[src/design/mux_pkg.sv]
// Shared widths, opcode enums and request and response structs for the two-port host mux
package mux_pkg;

    // ========================================
    // Field widths
    // ========================================

    // One data line as carried on the write and read data paths
    localparam int LINE_BITS  = 64;
    localparam int ADDR_BITS  = 32;
    // Mdata is returned untouched by the host, so one bit of it routes responses
    localparam int MDATA_BITS = 12;
    // The routing tag is a single bit, so the mux is fixed at two clients
    localparam int NUM_AFU    = 2;

    // ========================================
    // Opcodes
    // ========================================

    typedef enum logic [1:0] {
        C1_WR_LINE,
        C1_INTR
    } c1_op_e;

    // Config writes originate at the host and carry no meaningful tag
    typedef enum logic [1:0] {
        RSP_RD,
        RSP_WR,
        RSP_CFG
    } rsp_kind_e;

    // ========================================
    // Request and response bundles
    // ========================================

    typedef struct packed {
        logic [ADDR_BITS-1:0]  addr;
        logic [MDATA_BITS-1:0] mdata;
    } tx_hdr_t;

    typedef struct packed {
        logic    valid;
        tx_hdr_t hdr;
    } c0_tx_t;

    typedef struct packed {
        logic                 valid;
        c1_op_e               op;
        tx_hdr_t              hdr;
        logic [LINE_BITS-1:0] data;
    } c1_tx_t;

    typedef struct packed {
        rsp_kind_e             kind;
        logic [MDATA_BITS-1:0] mdata;
    } rx_hdr_t;

    typedef struct packed {
        logic                 valid;
        rx_hdr_t              hdr;
        logic [LINE_BITS-1:0] data;
    } c0_rx_t;

    typedef struct packed {
        logic    valid;
        rx_hdr_t hdr;
    } c1_rx_t;

endpackage

[src/design/afu_req_buffer.sv]
// AFU request buffer holding one FIFO per channel and reporting its own almost-full level
`timescale 1ns/1ps

module afu_req_buffer
    import mux_pkg::*;
#(
    parameter int BUF_DEPTH = 4
)
(
    input  logic   clk,
    input  logic   resetb,
    input  c0_tx_t afu_c0_tx,
    input  c1_tx_t afu_c1_tx,
    input  logic   deq_c0,
    input  logic   deq_c1,
    output c0_tx_t buf_c0,
    output c1_tx_t buf_c1,
    output logic   c0_alm_full,
    output logic   c1_alm_full
);

    localparam int PTR_BITS = $clog2(BUF_DEPTH);
    // One extra bit so a full FIFO is distinct from an empty one
    localparam int CNT_BITS = PTR_BITS + 1;
    localparam logic [CNT_BITS-1:0] FULL_LEVEL = CNT_BITS'(BUF_DEPTH);
    // Two slots of slack cover requests already in flight from the AFU
    localparam logic [CNT_BITS-1:0] ALM_LEVEL  = CNT_BITS'(BUF_DEPTH - 2);

    c0_tx_t              c0_mem [BUF_DEPTH];
    logic [PTR_BITS-1:0] c0_wr_ptr;
    logic [PTR_BITS-1:0] c0_rd_ptr;
    logic [CNT_BITS-1:0] c0_count;

    c1_tx_t              c1_mem [BUF_DEPTH];
    logic [PTR_BITS-1:0] c1_wr_ptr;
    logic [PTR_BITS-1:0] c1_rd_ptr;
    logic [CNT_BITS-1:0] c1_count;

    // ========================================
    // Storage, written on every AFU strobe
    // ========================================

    always_ff @(posedge clk)
    begin
        if (afu_c0_tx.valid)
            c0_mem[c0_wr_ptr] <= afu_c0_tx;
        if (afu_c1_tx.valid)
            c1_mem[c1_wr_ptr] <= afu_c1_tx;
    end

    // Pointers wrap naturally because the depth is a power of two
    always_ff @(posedge clk)
    begin
        if (!resetb)
        begin
            c0_wr_ptr <= '0;
            c0_rd_ptr <= '0;
            c0_count  <= '0;
            c1_wr_ptr <= '0;
            c1_rd_ptr <= '0;
            c1_count  <= '0;
        end
        else
        begin
            c0_wr_ptr <= c0_wr_ptr + PTR_BITS'(afu_c0_tx.valid);
            c0_rd_ptr <= c0_rd_ptr + PTR_BITS'(deq_c0);
            c0_count  <= c0_count + CNT_BITS'(afu_c0_tx.valid) - CNT_BITS'(deq_c0);
            c1_wr_ptr <= c1_wr_ptr + PTR_BITS'(afu_c1_tx.valid);
            c1_rd_ptr <= c1_rd_ptr + PTR_BITS'(deq_c1);
            c1_count  <= c1_count + CNT_BITS'(afu_c1_tx.valid) - CNT_BITS'(deq_c1);
        end
    end

    // Head of each FIFO, valid whenever something is stored
    always_comb
    begin
        buf_c0       = c0_mem[c0_rd_ptr];
        buf_c0.valid = (c0_count != '0);
        buf_c1       = c1_mem[c1_rd_ptr];
        buf_c1.valid = (c1_count != '0);
    end

    assign c0_alm_full = (c0_count >= ALM_LEVEL);
    assign c1_alm_full = (c1_count >= ALM_LEVEL);

    // The AFU must have honoured the almost-full level
    a_no_overflow: assert property (@(posedge clk) disable iff (!resetb)
        (afu_c0_tx.valid |-> c0_count != FULL_LEVEL) and
        (afu_c1_tx.valid |-> c1_count != FULL_LEVEL));

    // The arbiter only pops a port that presented a valid head
    a_no_underflow: assert property (@(posedge clk) disable iff (!resetb)
        (deq_c0 |-> c0_count != '0) and (deq_c1 |-> c1_count != '0));

endmodule

[src/design/req_arbiter.sv]
// Round-robin request arbiter that tags the winning port into Mdata and issues to the host
`timescale 1ns/1ps

module req_arbiter
    import mux_pkg::*;
#(
    parameter int MUX_MDATA_IDX = 11
)
(
    input  logic   clk,
    input  logic   resetb,
    input  c0_tx_t buf_c0 [NUM_AFU],
    input  c1_tx_t buf_c1 [NUM_AFU],
    input  logic   host_c0_alm_full,
    input  logic   host_c1_alm_full,
    output c0_tx_t host_c0_tx,
    output c1_tx_t host_c1_tx,
    output logic   deq_c0 [NUM_AFU],
    output logic   deq_c1 [NUM_AFU]
);

    // Pending heads per channel, bit p set when port p has a request
    logic [NUM_AFU-1:0] c0_req;
    logic [NUM_AFU-1:0] c1_req;

    // Winner index per channel, one bit since there are two ports
    logic c0_win;
    logic c1_win;
    logic last_c0_win;
    logic last_c1_win;

    // A request goes out only when someone is pending and the host has room
    logic c0_issue;
    logic c1_issue;

    assign c0_req = {buf_c0[1].valid, buf_c0[0].valid};
    assign c1_req = {buf_c1[1].valid, buf_c1[0].valid};

    // ========================================
    // Winner selection
    // ========================================

    // Port 1 wins when it is alone, or when both pend and port 0 went last
    assign c0_win = c0_req[1] && (!c0_req[0] || (last_c0_win == 1'b0));
    assign c1_win = c1_req[1] && (!c1_req[0] || (last_c1_win == 1'b0));

    assign c0_issue = (|c0_req) && !host_c0_alm_full;
    assign c1_issue = (|c1_req) && !host_c1_alm_full;

    // History only moves on an actual issue, so a stalled host keeps the order
    always_ff @(posedge clk)
    begin
        if (!resetb)
        begin
            last_c0_win <= 1'b0;
            last_c1_win <= 1'b0;
        end
        else
        begin
            if (c0_issue)
                last_c0_win <= c0_win;
            if (c1_issue)
                last_c1_win <= c1_win;
        end
    end

    // ========================================
    // Host request path
    // ========================================

    // The payload follows the winner; only valid carries the issue decision
    always_comb
    begin
        host_c0_tx                          = buf_c0[c0_win];
        host_c0_tx.hdr.mdata[MUX_MDATA_IDX] = c0_win;
        host_c0_tx.valid                    = c0_issue;

        host_c1_tx                          = buf_c1[c1_win];
        host_c1_tx.hdr.mdata[MUX_MDATA_IDX] = c1_win;
        host_c1_tx.valid                    = c1_issue;
    end

    // Pop the winning buffer in the same cycle as the issue
    for (genvar p = 0; p < NUM_AFU; p++)
    begin : g_deq
        assign deq_c0[p] = c0_issue && (c0_win == 1'(p));
        assign deq_c1[p] = c1_issue && (c1_win == 1'(p));
    end

    // AFUs must leave the routing bit clear, or responses would go astray
    a_tag_clear: assert property (@(posedge clk) disable iff (!resetb)
        (c0_issue |-> !buf_c0[c0_win].hdr.mdata[MUX_MDATA_IDX]) and
        (c1_issue |-> !buf_c1[c1_win].hdr.mdata[MUX_MDATA_IDX]));

    // Bit 0 stays with the AFU, the tag must land inside the Mdata field
    a_idx_legal: assert property (@(posedge clk)
        (MUX_MDATA_IDX > 0) && (MUX_MDATA_IDX < MDATA_BITS));

endmodule

[src/design/rsp_router.sv]
// Host response router that steers valids by the Mdata tag and broadcasts config writes
`timescale 1ns/1ps

module rsp_router
    import mux_pkg::*;
#(
    parameter int MUX_MDATA_IDX = 11
)
(
    input  c0_rx_t host_c0_rx,
    input  c1_rx_t host_c1_rx,
    output c0_rx_t afu_c0_rx [NUM_AFU],
    output c1_rx_t afu_c1_rx [NUM_AFU]
);

    // Owning port of each response, as written by the arbiter on issue
    logic c0_owner;
    logic c1_owner;

    // Config writes come from the host itself and reach every AFU
    logic c0_bcast;
    logic c1_bcast;

    assign c0_owner = host_c0_rx.hdr.mdata[MUX_MDATA_IDX];
    assign c1_owner = host_c1_rx.hdr.mdata[MUX_MDATA_IDX];

    assign c0_bcast = (host_c0_rx.hdr.kind == RSP_CFG);
    assign c1_bcast = (host_c1_rx.hdr.kind == RSP_CFG);

    // ========================================
    // Per-port copies
    // ========================================

    // Header and data go everywhere, valid decides who actually sees it
    always_comb
    begin
        for (int p = 0; p < NUM_AFU; p++)
        begin
            afu_c0_rx[p] = host_c0_rx;
            // The AFU sent this bit as zero, so zero is what it gets back
            afu_c0_rx[p].hdr.mdata[MUX_MDATA_IDX] = 1'b0;
            afu_c0_rx[p].valid = host_c0_rx.valid &&
                                 (c0_bcast || (c0_owner == 1'(p)));

            afu_c1_rx[p] = host_c1_rx;
            afu_c1_rx[p].hdr.mdata[MUX_MDATA_IDX] = 1'b0;
            afu_c1_rx[p].valid = host_c1_rx.valid &&
                                 (c1_bcast || (c1_owner == 1'(p)));
        end
    end

    // Read and write completions carry a tag set by the arbiter,
    // so at most one port sees each of them
    // Config writes are the only responses that land at both ports

endmodule

[src/design/host_mux_top.sv]
// Two-client host mux top level joining the request buffers, arbiter and response router
`timescale 1ns/1ps

module host_mux_top
    import mux_pkg::*;
#(
    parameter int MUX_MDATA_IDX = 11,
    parameter int BUF_DEPTH     = 4
)
(
    input  logic   clk,
    input  logic   resetb,
    input  c0_tx_t afu_c0_tx [NUM_AFU],
    input  c1_tx_t afu_c1_tx [NUM_AFU],
    output logic   afu_c0_alm_full [NUM_AFU],
    output logic   afu_c1_alm_full [NUM_AFU],
    output c0_rx_t afu_c0_rx [NUM_AFU],
    output c1_rx_t afu_c1_rx [NUM_AFU],
    output c0_tx_t host_c0_tx,
    output c1_tx_t host_c1_tx,
    input  logic   host_c0_alm_full,
    input  logic   host_c1_alm_full,
    input  c0_rx_t host_c0_rx,
    input  c1_rx_t host_c1_rx
);

    // Buffer heads seen by the arbiter, and its pop strobes back
    c0_tx_t buf_c0 [NUM_AFU];
    c1_tx_t buf_c1 [NUM_AFU];
    logic   deq_c0 [NUM_AFU];
    logic   deq_c1 [NUM_AFU];

    // ========================================
    // Request side
    // ========================================

    // Each AFU gets its own buffer so host almost-full never reaches it
    for (genvar p = 0; p < NUM_AFU; p++)
    begin : g_buf
        afu_req_buffer #(
            .BUF_DEPTH (BUF_DEPTH)
        ) afu_req_buffer_i (
            .clk         (clk),
            .resetb      (resetb),
            .afu_c0_tx   (afu_c0_tx[p]),
            .afu_c1_tx   (afu_c1_tx[p]),
            .deq_c0      (deq_c0[p]),
            .deq_c1      (deq_c1[p]),
            .buf_c0      (buf_c0[p]),
            .buf_c1      (buf_c1[p]),
            .c0_alm_full (afu_c0_alm_full[p]),
            .c1_alm_full (afu_c1_alm_full[p])
        );
    end

    req_arbiter #(
        .MUX_MDATA_IDX (MUX_MDATA_IDX)
    ) req_arbiter_i (
        .clk              (clk),
        .resetb           (resetb),
        .buf_c0           (buf_c0),
        .buf_c1           (buf_c1),
        .host_c0_alm_full (host_c0_alm_full),
        .host_c1_alm_full (host_c1_alm_full),
        .host_c0_tx       (host_c0_tx),
        .host_c1_tx       (host_c1_tx),
        .deq_c0           (deq_c0),
        .deq_c1           (deq_c1)
    );

    // ========================================
    // Response side
    // ========================================

    rsp_router #(
        .MUX_MDATA_IDX (MUX_MDATA_IDX)
    ) rsp_router_i (
        .host_c0_rx (host_c0_rx),
        .host_c1_rx (host_c1_rx),
        .afu_c0_rx  (afu_c0_rx),
        .afu_c1_rx  (afu_c1_rx)
    );

endmodule

[config.mk]
export PLATFORM = sky130hd
export DESIGN_NAME = host_mux_top
export DESIGN_NICKNAME = d
export VERILOG_FILES = /design/src/design/mux_pkg.sv /design/src/design/afu_req_buffer.sv /design/src/design/req_arbiter.sv /design/src/design/rsp_router.sv /design/src/design/host_mux_top.sv
export SDC_FILE = /design/constraint.sdc
export NUM_CORES = 1
export LEC_CHECK = 0
export ABC_AREA = 1
export ABC_CLOCK_PERIOD_IN_PS = 12800
export CORE_AREA = 4 4 296 298
export DETAILED_ROUTE_END_ITERATION = 8
export DIE_AREA = 0 0 300 302
export DONT_BUFFER_PORTS = 1
export MAX_ROUTING_LAYER = met4
export PLACE_DENSITY = 0.82
export RECOVER_POWER = 25
export SYNTH_ARGS = -nofsm -noshare
export SYNTH_HDL_FRONTEND = slang
export SYNTH_SLANG_ARGS = --single-unit
export TNS_END_PERCENT = 50
[constraint.sdc]
create_clock -name clk -period 12.8 [get_ports clk]
set_clock_uncertainty 0.05 [all_clocks]
set_input_delay 1.28 -clock clk [delete_from_list [all_inputs] [get_ports clk]]
set_output_delay 1.28 -clock clk [all_outputs]
set_load 0.005 [all_outputs]
==> flow_metrics.tcl <==
set metrics [dict create \
    outcome "finished, final reports clean" \
    cts_buffer_depth 3 \
    gp_congestion 0.8363 \
    muxShareOfSynthArea 0 \
    cts_resized 0 \
    power.switching_w 0.003751 \
    cpLargestDelayFamily "buffers and inverters" \
    gr-total-overflow 0 \
    vdd_drop_max_uv 163.5 \
    p_comb_frac 0.255 \
    final_common_cell "edfxtp_1" \
    avgRoutedWirePerCell_um 28.42 \
    yosys.area_share.simple 0.08753 \
    io_pins 758 \
    synth_top_family_by_area "compound AO/OA/AOI/OAI gates" \
    critPathSlowestCell "buf_4" \
    timing.fmax_mhz 177.7 \
    syn_to_final_growth_pct 5.615 \
    cts_setup_buffers 0 \
    hold_buffers 0 \
    worstPathArrival_ns 4.30 \
    worstPathCellList "inv_6, buf_4, buf_4, o21ai_1, o22ai_1, nand2_1, nand2_1" \
    finalHoldViolCount 0 \
    htreeDepth 3 \
    via_per_inst 6.312 \
    setup.worst_path.class "flop to primary output" \
    power_density_nw_per_um2 208.3 \
    yosys_warnings 0 \
    cts_tree "yes" \
    fp-row-count 107 \
    drt_wl_total_mm 136.9 \
    rsz0062_at_grt "no" \
    synth-edff-count 1216 \
    power.share.clock 0.307 \
    period_minus_slack_ns 5.626 \
    min_from "req_arbiter_i.last_c0_win$_SDFFE_PN0N_" \
    die_h_um 302 \
    ys_ff_latch 1246 \
    ys_types 30 \
    setup_violations 0 \
    hold_path_class "flop to flop" \
    drc_errors 0 \
    ys.flop_type "edfxtp_1" \
    rr_startpoint "g_buf[0].afu_req_buffer_i.c1_count[1]$_SDFF_PN0_" \
    dp_hpwl_mm 86.12 \
    cts_sinks 1246 \
    vias 30404 \
    drive_gt1_frac 0.06865 \
    placed_cells 4605 \
    start_kind "flop" \
    drt_pass1_iterations 8 \
    core_area_um2 84880 \
    endpoint_kind "primary output" \
    die_w_um 300 \
    max-slew-margin-rel 0.1819 \
    die_area_um2 90600 \
    avgSynthCellArea_um2 13.03 \
    port_buffers 0 \
    drtAntennaViolNets 0 \
    synth_xor_area_frac 0.001753 \
    synth_fa_ha_area_frac 0.004608 \
    total_power_w 0.01099 \
    fin_setup_tns_ns 0 \
    cts_made_buffers 114 \
    clock_latency_ns 0.74 \
    seq_power_share 0.438 \
    worst_pin_slew_ns 1.227 \
    slew_violations 0 \
    stdcell_count 4817 \
    cp_max_fo 84 \
    r2r-end "g_buf[1].afu_req_buffer_i.c1_count[2]$_SDFF_PN0_" \
    hold_path_depth 2 \
    drt_iter0_drc 3662 \
    cp_num_buf_inv 3 \
    synthCells 3834 \
    p_int_w 0.007240 \
    syn_area_um2 49960 \
    layout_common_cells "1216 x edfxtp_1, 626 x nor2_1, 493 x nand2_1" \
    grt_pass1_wl_mm 193.5 \
    fin_nets 4003 \
    seq_area_frac_synth 0.7429 \
    grt_max_degree 117 \
    grt_usage 0.3027 \
    rrSetupSlack_ns 8.79 \
    start_util 0.5886 \
    critPathMaxStageDelay_ns 0.90 \
    holdPathEnd "req_arbiter_i.last_c0_win$_SDFFE_PN0N_" \
    nFillCells 5799 \
    drv_cap 0 \
    async_flop_share 0 \
    synth-compound-area-share 0.1008 \
    crit_required_ns 11.47 \
    antenna_found_initial 2 \
    r2r_cells 13 \
    grt_pass1_vias 28936 \
    clk_pin_slew_worst_paths_ns 0.06 \
    min_period_over_period 0.4396 \
    cts-root-buf "clkbuf_16" \
    p_sw_frac 0.3413 \
    leakage_nw 17.91 \
]
==> how the worst max path moves through the flow <==
stage	startpoint	end	slack, ns	cells past startpoint
floorplan	afu_c1_tx[221]	g_buf[0].afu_req_buffer_i.c1_mem[0][0]$_DFFE_PP_	3.34	2
CTS	g_buf[1].afu_req_buffer_i.c1_rd_ptr[0]$_SDFF_PN0_	host_c1_tx[28]	7.19	7
finish	g_buf[1].afu_req_buffer_i.c1_rd_ptr[0]$_SDFF_PN0_	host_c1_tx[28]	7.17	7
detailed placement	g_buf[1].afu_req_buffer_i.c1_rd_ptr[0]$_SDFF_PN0_	host_c1_tx[28]	7.96	7
global route	g_buf[1].afu_req_buffer_i.c1_rd_ptr[0]$_SDFF_PN0_	host_c1_tx[28]	7.03	7
global placement	g_buf[1].afu_req_buffer_i.c1_rd_ptr[0]$_SDFF_PN0_	host_c1_tx[28]	8.07	7
==> power by group through the flow <==
stage | sequential, W | clock [W] | combinational (W)
3_5_place_dp | 0.00489 | 0 | 0.00274
3_3_place_gp | 0.00488 | 0 | 0.00267
2_1_floorplan | 0.00486 | 0 | 0.00202
6_report | 0.00481 | 0.00337 | 0.00281
5_1_grt | 0.00482 | 0.00358 | 0.00302
4_1_cts | 0.00481 | 0.00339 | 0.00277
==> cell families (layout without fill, tap and decap cells) <==
family	Yosys count	in the layout
AOI/OAI and AO/OA	929	929
adders and majority gates	16	16
DFF	1246	1246
buffers and inverters	482	316
xor gates and xnor gates	10	10
other	1	6
and+or+nand+nor	1150	1150
==> Yosys cell counts (all sizes together) (12+ instances only) <==
cell / instances / area, µm²
ha: 12 / 150.1
o22ai: 304 / 1902
nor3: 16 / 80.08
dfxtp: 30 / 600.6
o21ai: 610 / 3053
buf: 327 / 2511
inv: 55 / 211.5
nor2: 628 / 2362
nand2: 494 / 1857
a21oi: 12 / 60.06
clkbuf: 100 / 390.4
edfxtp: 1216 / 36520
==> metal layers <==
metal	share of wire	global-route usage	routed length, µm	vias up
li1	-	-	-	13177
met5	0	-	0	-
met2	0.48	0.4832	65590	2292
met1	0.29	0.3101	40360	14504
met3	0.15	0.1244	20150	431
met4	0.079	0.1943	10790	0
==> per-stage QoR <==
step	cell area (µm²)	setup slack, ns	hold WS (ns)	util
6_report	52770	7.174	0.4245	0.6217
5_1_grt	52770	7.025	0.4804	0.6217
4_1_cts	52760	7.189	0.4268	0.6216
3_5_place_dp	49000	7.963	0.4184	0.5773
3_3_place_gp	49000	8.070	0.4072	0.5773
2_1_floorplan	49970	3.344	0.4006	-
==> worst min-delay path: stages, from the launching register on <==
cell	delay [ns]
dfxtp_1	0.30
o21ai_0	0.07
a21oi_1	0.06
==> flip-flops by register name (all words and copies together), names as in the netlist <==
signal                            count
req_arbiter_i.last_c0_win             1
g_buf.afu_req_buffer_i.c0_mem       344
g_buf.afu_req_buffer_i.c1_wr_ptr      4
g_buf.afu_req_buffer_i.c1_rd_ptr      4
req_arbiter_i.last_c1_win             1
g_buf.afu_req_buffer_i.c1_count       6
g_buf.afu_req_buffer_i.c0_wr_ptr      4
g_buf.afu_req_buffer_i.c0_rd_ptr      4
g_buf.afu_req_buffer_i.c0_count       6
g_buf.afu_req_buffer_i.c1_mem       872
==> final cells by class <==
class	count	area [µm²]	area share
Antenna cell	2	5.005	0.00009485
Inverter	55	222.7	0.004221
Clock buffer	136	2957	0.05603
Multi-Input combinational cell	2109	9828	0.1863
Timing Repair Buffer	51	382.9	0.007256
Clock inverter	74	805.8	0.01527
Sequential cell	1246	37130	0.7037
Tap cell	1144	1431	0.02713
Note: power is estimated with default switching activity, not from simulation.
